`src/source/ooo_macros.svh`:
```
`ifndef OOO_MACROS_SVH
`define OOO_MACROS_SVH

// datapath sizes
`define OOO_DATA_W     16
`define OOO_REG_NUM    8
`define OOO_TAG_W      3

// one slot stays free, so 7 entries at most
`define OOO_QUEUE_LEN  8
`define OOO_PTR_W      3

`define OOO_IMM_W      6
`define OOO_SHAMT_W    4
`define OOO_INSTR_W    16

// instruction word fields
`define OOO_OP_MSB     15
`define OOO_OP_LSB     13
`define OOO_DST_MSB    12
`define OOO_DST_LSB    10
`define OOO_SRC1_MSB   9
`define OOO_SRC1_LSB   7
`define OOO_SRC2_MSB   6
`define OOO_SRC2_LSB   4
`define OOO_IMM_MSB    9
`define OOO_IMM_LSB    4

`endif
```
`src/source/ooo_pkg.sv`:
```
package ooo_pkg;

    `include "ooo_macros.svh"

    // alu opcodes, top three bits of the word
    typedef enum logic [2:0] {
        OP_ADD = 3'd0,
        OP_SUB = 3'd1,
        OP_AND = 3'd2,
        OP_OR  = 3'd3,
        OP_XOR = 3'd4,
        OP_SLL = 3'd5,
        OP_SRL = 3'd6,
        OP_LI  = 3'd7
    } alu_op_e;

    // tag is the architectural register number
    typedef struct packed {
        logic                  ready;
        logic [`OOO_TAG_W-1:0]  tag;
        logic [`OOO_DATA_W-1:0] data;
    } src_opnd_t;

    typedef struct packed {
        alu_op_e               op;
        logic [`OOO_TAG_W-1:0] dst;
        src_opnd_t             src1;
        src_opnd_t             src2;
    } iq_entry_t;

endpackage

```
`src/source/issue_core_top.sv`:
```
`timescale 1ns/1ns

`include "ooo_macros.svh"

module issue_core_top
    import ooo_pkg::*;
(
    input  logic                   clk,
    input  logic                   rst_n,
    input  logic                   instr_valid,
    input  logic [`OOO_INSTR_W-1:0] instr,
    output logic                   stall,
    output logic                   res_valid,
    output logic [`OOO_TAG_W-1:0]  res_tag,
    output logic [`OOO_DATA_W-1:0] res_data
);

    logic [`OOO_REG_NUM-1:0][`OOO_DATA_W-1:0] rf_data;
    logic [`OOO_REG_NUM-1:0]                  rf_busy;
    logic                                     mark_valid;
    logic [`OOO_TAG_W-1:0]                    mark_tag;
    logic                                     dec_valid;
    iq_entry_t                                dec_entry;
    logic                                     iq_full;
    logic                                     iss_valid;
    iq_entry_t                                iss_entry;

    dispatch_decode decode_i (
        .instr_valid (instr_valid),
        .instr       (instr),
        .rf_data     (rf_data),
        .rf_busy     (rf_busy),
        .iq_full     (iq_full),
        .res_valid   (res_valid),
        .res_tag     (res_tag),
        .res_data    (res_data),
        .stall       (stall),
        .dec_valid   (dec_valid),
        .dec_entry   (dec_entry),
        .mark_valid  (mark_valid),
        .mark_tag    (mark_tag)
    );

    issue_queue queue_i (
        .clk       (clk),
        .rst_n     (rst_n),
        .dec_valid (dec_valid),
        .dec_entry (dec_entry),
        .res_valid (res_valid),
        .res_tag   (res_tag),
        .res_data  (res_data),
        .iq_full   (iq_full),
        .iss_valid (iss_valid),
        .iss_entry (iss_entry)
    );

    alu_execute alu_i (
        .clk       (clk),
        .rst_n     (rst_n),
        .iss_valid (iss_valid),
        .iss_entry (iss_entry),
        .res_valid (res_valid),
        .res_tag   (res_tag),
        .res_data  (res_data)
    );

    result_regfile regfile_i (
        .clk        (clk),
        .rst_n      (rst_n),
        .res_valid  (res_valid),
        .res_tag    (res_tag),
        .res_data   (res_data),
        .mark_valid (mark_valid),
        .mark_tag   (mark_tag),
        .rf_data    (rf_data),
        .rf_busy    (rf_busy)
    );

endmodule

```
`src/source/result_regfile.sv`:
```
`timescale 1ns/1ns

`include "ooo_macros.svh"

module result_regfile (
    input  logic                                      clk,
    input  logic                                      rst_n,
    input  logic                                      res_valid,
    input  logic [`OOO_TAG_W-1:0]                     res_tag,
    input  logic [`OOO_DATA_W-1:0]                    res_data,
    input  logic                                      mark_valid,
    input  logic [`OOO_TAG_W-1:0]                     mark_tag,
    output logic [`OOO_REG_NUM-1:0][`OOO_DATA_W-1:0]  rf_data,
    output logic [`OOO_REG_NUM-1:0]                   rf_busy
);

    logic [`OOO_REG_NUM-1:0][`OOO_DATA_W-1:0] regs_q;
    logic [`OOO_REG_NUM-1:0]                  busy_q;
    logic [`OOO_REG_NUM-1:0]                  busy_next;

    // registers start at zero
    always_ff @(posedge clk or negedge rst_n) begin
        if (!rst_n) begin
            regs_q <= '0;
        end else if (res_valid) begin
            regs_q[res_tag] <= res_data;
        end
    end

    always_comb begin
        busy_next = busy_q;
        if (res_valid) begin
            busy_next[res_tag] = 1'b0;
        end
        // new writer beats the retiring one
        if (mark_valid) begin
            busy_next[mark_tag] = 1'b1;
        end
    end

    always_ff @(posedge clk or negedge rst_n) begin
        if (!rst_n) begin
            busy_q <= '0;
        end else begin
            busy_q <= busy_next;
        end
    end

    assign rf_data = regs_q;
    assign rf_busy = busy_q;

endmodule

```
`src/source/alu_execute.sv`:
```
`timescale 1ns/1ns

`include "ooo_macros.svh"

module alu_execute
    import ooo_pkg::*;
(
    input  logic                   clk,
    input  logic                   rst_n,
    input  logic                   iss_valid,
    input  iq_entry_t              iss_entry,
    output logic                   res_valid,
    output logic [`OOO_TAG_W-1:0]  res_tag,
    output logic [`OOO_DATA_W-1:0] res_data
);

    logic [`OOO_DATA_W-1:0]  opa;
    logic [`OOO_DATA_W-1:0]  opb;
    logic [`OOO_SHAMT_W-1:0] shamt;
    logic [`OOO_DATA_W-1:0]  result;

    assign opa   = iss_entry.src1.data;
    assign opb   = iss_entry.src2.data;
    assign shamt = opb[`OOO_SHAMT_W-1:0];

    always_comb begin
        case (iss_entry.op)
            OP_ADD:  result = opa + opb;
            OP_SUB:  result = opa - opb;
            OP_AND:  result = opa & opb;
            OP_OR:   result = opa | opb;
            OP_XOR:  result = opa ^ opb;
            OP_SLL:  result = opa << shamt;
            OP_SRL:  result = opa >> shamt;
            // immediate already zero-extended by decode
            OP_LI:   result = opa;
            default: result = '0;
        endcase
    end

    always_ff @(posedge clk or negedge rst_n) begin
        if (!rst_n) begin
            res_valid <= 1'b0;
        end else begin
            res_valid <= iss_valid;
        end
    end

    always_ff @(posedge clk) begin
        if (iss_valid) begin
            res_tag  <= iss_entry.dst;
            res_data <= result;
        end
    end

endmodule

```
`src/source/issue_queue.sv`:
```
`timescale 1ns/1ns

`include "ooo_macros.svh"

module issue_queue
    import ooo_pkg::*;
(
    input  logic                   clk,
    input  logic                   rst_n,
    input  logic                   dec_valid,
    input  iq_entry_t              dec_entry,
    input  logic                   res_valid,
    input  logic [`OOO_TAG_W-1:0]  res_tag,
    input  logic [`OOO_DATA_W-1:0] res_data,
    output logic                   iq_full,
    output logic                   iss_valid,
    output iq_entry_t              iss_entry
);

    // entry 0 is the oldest, tail points at the first free slot
    iq_entry_t              queue_q    [`OOO_QUEUE_LEN];
    iq_entry_t              queue_wake [`OOO_QUEUE_LEN];
    iq_entry_t              queue_next [`OOO_QUEUE_LEN];
    iq_entry_t              in_wake;
    logic [`OOO_PTR_W-1:0]  tail_q;
    logic [`OOO_PTR_W-1:0]  tail_after_iss;
    logic [`OOO_PTR_W-1:0]  tail_next;
    logic                   sel_found;
    logic [`OOO_PTR_W-1:0]  sel_idx;

    function automatic src_opnd_t wake_src(input src_opnd_t s);
        src_opnd_t w;
        w = s;
        if (!s.ready && res_valid && s.tag == res_tag) begin
            w.ready = 1'b1;
            w.data  = res_data;
        end
        return w;
    endfunction

    // wakeup of stored entries and the incoming one
    always_comb begin
        for (int j = 0; j < `OOO_QUEUE_LEN; j++) begin
            queue_wake[j]      = queue_q[j];
            queue_wake[j].src1 = wake_src(queue_q[j].src1);
            queue_wake[j].src2 = wake_src(queue_q[j].src2);
        end
        in_wake      = dec_entry;
        in_wake.src1 = wake_src(dec_entry.src1);
        in_wake.src2 = wake_src(dec_entry.src2);
    end

    // oldest ready entry wins
    always_comb begin
        sel_found = 1'b0;
        sel_idx   = '0;
        for (int j = 0; j < `OOO_QUEUE_LEN; j++) begin
            if (!sel_found && j < tail_q &&
                queue_wake[j].src1.ready && queue_wake[j].src2.ready) begin
                sel_found = 1'b1;
                sel_idx   = `OOO_PTR_W'(j);
            end
        end
    end

    assign iss_valid = sel_found;
    assign iss_entry = queue_wake[sel_idx];

    // compact over the issued slot, then append
    always_comb begin
        for (int j = 0; j < `OOO_QUEUE_LEN; j++) begin
            queue_next[j] = queue_wake[j];
        end
        tail_after_iss = tail_q;

        if (sel_found) begin
            for (int j = 0; j < `OOO_QUEUE_LEN - 1; j++) begin
                if (j >= sel_idx) begin
                    queue_next[j] = queue_wake[j+1];
                end
            end
            tail_after_iss = tail_q - 1'b1;
        end

        // last slot kept free
        iq_full   = (tail_after_iss == '1);
        tail_next = tail_after_iss;

        if (dec_valid && !iq_full) begin
            queue_next[tail_after_iss] = in_wake;
            tail_next                  = tail_after_iss + 1'b1;
        end
    end

    always_ff @(posedge clk or negedge rst_n) begin
        if (!rst_n) begin
            tail_q <= '0;
        end else begin
            tail_q <= tail_next;
        end
    end

    // slots at or past the tail are don't care
    always_ff @(posedge clk) begin
        for (int j = 0; j < `OOO_QUEUE_LEN; j++) begin
            queue_q[j] <= queue_next[j];
        end
    end

endmodule

```
`src/source/dispatch_decode.sv`:
```
`timescale 1ns/1ns

`include "ooo_macros.svh"

module dispatch_decode
    import ooo_pkg::*;
(
    input  logic                                      instr_valid,
    input  logic [`OOO_INSTR_W-1:0]                   instr,
    input  logic [`OOO_REG_NUM-1:0][`OOO_DATA_W-1:0]  rf_data,
    input  logic [`OOO_REG_NUM-1:0]                   rf_busy,
    input  logic                                      iq_full,
    input  logic                                      res_valid,
    input  logic [`OOO_TAG_W-1:0]                     res_tag,
    input  logic [`OOO_DATA_W-1:0]                    res_data,
    output logic                                      stall,
    output logic                                      dec_valid,
    output iq_entry_t                                 dec_entry,
    output logic                                      mark_valid,
    output logic [`OOO_TAG_W-1:0]                     mark_tag
);

    alu_op_e               op;
    logic [`OOO_TAG_W-1:0] dst;
    logic [`OOO_TAG_W-1:0] src1_reg;
    logic [`OOO_TAG_W-1:0] src2_reg;
    logic [`OOO_IMM_W-1:0] imm;
    logic                  dst_hazard;

    // register value, or the broadcast when the writer finishes now
    function automatic src_opnd_t read_src(input logic [`OOO_TAG_W-1:0] reg_id);
        src_opnd_t s;
        s.ready = 1'b1;
        s.tag   = reg_id;
        s.data  = rf_data[reg_id];
        if (rf_busy[reg_id]) begin
            if (res_valid && res_tag == reg_id) begin
                s.data = res_data;
            end else begin
                s.ready = 1'b0;
                s.data  = '0;
            end
        end
        return s;
    endfunction

    assign op       = alu_op_e'(instr[`OOO_OP_MSB:`OOO_OP_LSB]);
    assign dst      = instr[`OOO_DST_MSB:`OOO_DST_LSB];
    assign src1_reg = instr[`OOO_SRC1_MSB:`OOO_SRC1_LSB];
    assign src2_reg = instr[`OOO_SRC2_MSB:`OOO_SRC2_LSB];
    assign imm      = instr[`OOO_IMM_MSB:`OOO_IMM_LSB];

    // waw, unless the old writer retires this cycle
    assign dst_hazard = rf_busy[dst] && !(res_valid && res_tag == dst);

    assign stall     = instr_valid && (iq_full || dst_hazard);
    assign dec_valid = instr_valid && !stall;

    always_comb begin
        dec_entry.op  = op;
        dec_entry.dst = dst;
        if (op == OP_LI) begin
            dec_entry.src1.ready = 1'b1;
            dec_entry.src1.tag   = '0;
            dec_entry.src1.data  = {{(`OOO_DATA_W-`OOO_IMM_W){1'b0}}, imm};
            dec_entry.src2.ready = 1'b1;
            dec_entry.src2.tag   = '0;
            dec_entry.src2.data  = '0;
        end else begin
            dec_entry.src1 = read_src(src1_reg);
            dec_entry.src2 = read_src(src2_reg);
        end
    end

    assign mark_valid = dec_valid;
    assign mark_tag   = dst;

endmodule

```
`config.mk`:
```
export PLATFORM = sky130hd
export DESIGN_NAME = issue_core_top
export DESIGN_NICKNAME = d
export VERILOG_FILES = /design/src/source/ooo_pkg.sv /design/src/source/issue_core_top.sv /design/src/source/result_regfile.sv /design/src/source/alu_execute.sv /design/src/source/issue_queue.sv /design/src/source/dispatch_decode.sv
export VERILOG_INCLUDE_DIRS = /design/src /design/src/source
export SDC_FILE = /design/constraint.sdc
export NUM_CORES = 2
export LEC_CHECK = 0
export ABC_AREA = 1
export ABC_CLOCK_PERIOD_IN_PS = 16100
export BUFFER_PORTS_ARGS = -buffer_cell sky130_fd_sc_hd__buf_4
export CAP_MARGIN = 10
export CORE_MARGIN = 1.5
export CORE_UTILIZATION = 50
export DETAILED_ROUTE_END_ITERATION = 7
export GPL_TIMING_DRIVEN = 0
export PLACE_DENSITY = 0.63
export SLEW_MARGIN = 15
export SYNTH_ARGS = -nofsm -noshare
export SYNTH_HDL_FRONTEND = slang
export SYNTH_SLANG_ARGS = --single-unit
```
`constraint.sdc`:
```
create_clock -name clk -period 16.1 [get_ports clk]
set_input_delay 0.805 -clock clk [delete_from_list [all_inputs] [get_ports clk]]
set_output_delay 0.805 -clock clk [all_outputs]
set_load 0.01 [all_outputs]
```
==> metrics.txt <==
Die ar. 68100 um^2; CTS clock-pin slew for the worst setup and hold paths 0.06 ns; Ports 40; synth warn 0; 1st-iter DRT viols 6020; die height 261 um; Top FF cell, synth dfxtp_1; GP Congestion 1.03; Critical Path Fanout Max 11; fmax 125 MHz; area post-placement 34700 um^2; crit end category flop; Setup CP Type flop to flop; commonest non-fill, non-tap cells in the layout 1440 x nand2_1, 822 x o21ai_0, 439 x inv_1; hold_buf cts 0; kind of start point of the critical path flop; Worst path slowest cell a41oi_2; IO Port Bufs 34; CP required 16.51 ns; post-CTS sizing 0; Tcrit/Tclk final 49.5%; status finished clean; Sink Count 527; vias in the first global route 33677; Tmin final 7.98 ns; CTS H-tree depth 2; Post-synth EDFFs 31; postcts setup bufs 0; Initial Utilization 50.6%; crit-path max cell delay 0.90 ns; hold slack 0.0759 ns; drt pass-1 iters 8; Post-synth ARST share 26.6%; fin util 55.7%; Crit path arrival time 8.39 ns; design area 36700 um^2; cell row count 94; Syn Inst Count 5188; die width 261 um; GRT overflow 0; routed wire length 161 mm; unrepaired setup endpoints after global routing no; global-route wire length before repair 229 mm; most used cell, CP nand2_1; final hold violation count 0; clk_lat worst skew 0.68 ns; setup TNS 0 ns; post-synthesis register bit count 527; Worst R2R Path Depth 36; Netlist cell types 55; drt via density 6.12; worst slew pin tran 1.31 ns; average wire per standard cell 25.9 um; total CTS buffers 60; pin count of the biggest net entering global routing 84; max-slew violation count 0; synthesized area per cell 6.41 um^2; synthesized cell area 33200 um^2; initial antenna violation count 4; Clock Tree Buf Depth 3; drt drc 0; Detail Route Antenna Nets 0; core area 65700 um^2; CTS tree done; Tot GR Track Use 46.0%; register area share after synthesis 34.8%; most common cell after layout, fill and taps aside nand2_1; Root Driver clkbuf_16; Hold Path Class input pin to async pin; DP Wirelength 123 mm; nets@finish 5359; Finish-stage setup viols 0; share of cells above drive strength 1 5.90%; Max Clock Skew 0.0327 ns; Slew headroom 11.6%; Max-Cap Viols 0; via count 37948; Post-Syn Nets 5261; Area growth, synth to finish 10.2%
## worst max-delay path, delay by kind of cell, from the launching register on
kind	cells	cell delay [ns]
adders and majority gates	2	0.57
AOI/OAI and AO/OA	8	2.35
xor gates and xnor gates	1	0.16
and+or+nand+nor	13	1.85
DFF	1	0.61
buffers and inverters	12	2.13
## synthesized netlist by cell type (all sizes together) (27+ instances only)
cell / count / area share (%)
nand3: 336 / 5.1
a21oi: 345 / 5.2
dfrtp: 140 / 11
buf: 127 / 2.0
dfxtp: 356 / 21
o21ai: 919 / 14
edfxtp: 31 / 2.8
inv: 468 / 5.3
ha: 53 / 2.0
o21a: 27 / 0.61
a211oi: 47 / 1.1
o211ai: 109 / 2.5
nand2: 1451 / 16
nor2: 374 / 4.6
clkbuf: 247 / 2.8
## logic make-up after synthesis
logic type	Yosys count	synth area share, %
AOI/OAI and AO/OA	1503	24.5
xor gates and xnor gates	24	0.655
adders and majority gates	54	2.05
buffers and inverters	857	10.3
DFF	527	34.8
muxes	29	0.933
and+or+nand+nor	2194	26.8
## per-stage QoR
stage          cells  setup slack (ns)
2_1_floorplan   5188             10.82
3_3_place_gp    6086              8.44
3_5_place_dp    6088              8.46
4_1_cts         6199              8.42
5_1_grt         6200              7.82
6_report        6205              8.12
## registers in the layout, indices dropped and copies added, names as in the netlist
register,flops
alu_i.res_data,16
alu_i.res_tag,3
alu_i.res_valid,1
queue_i.queue_q,368
queue_i.tail_q,3
regfile_i.rf_busy,8
regfile_i.rf_data,128
## final timing paths
path	from	to	slack (ns)
worst min-delay path	rst_n	regfile_i.rf_busy[3]	0.08
worst min register to register	queue_i.queue_q[0][41]	queue_i.queue_q[0][41]	0.48
worst max register to register	alu_i.res_tag[0]	alu_i.res_data[15]	8.12
max in group asynchronous	rst_n	regfile_i.rf_data[89]	15.22
worst max-delay path	alu_i.res_tag[0]	alu_i.res_data[15]	8.12
min in group clk	instr[11]	queue_i.queue_q[1][179]	0.34
## area by class of cell
class,instances,area (um^2)
fillers,6769,29100
multi-input cells,3804,18300
flip-flops and latches,527,11600
inverters,483,1820
clock buffers,88,1760
plain buffers,374,1610
well taps,864,1080
repair buffers,36,310
clock inverters,23,224
diodes,6,15.0
## per-layer routing
metal  up-vias  wire [um]  share of wire (%)  track usage, %
met1     17372      62100                 39            59.3
met5         -        209               0.13           0.997
li1      17303          -                  -               -
met4         6      12700                7.9            30.7
met2      2695      66400                 41            68.1
met3       572      19500                 12            11.0
Power is not shown: default switching activity piles up to over one toggle a cycle in this logic, so the estimate is an artifact.
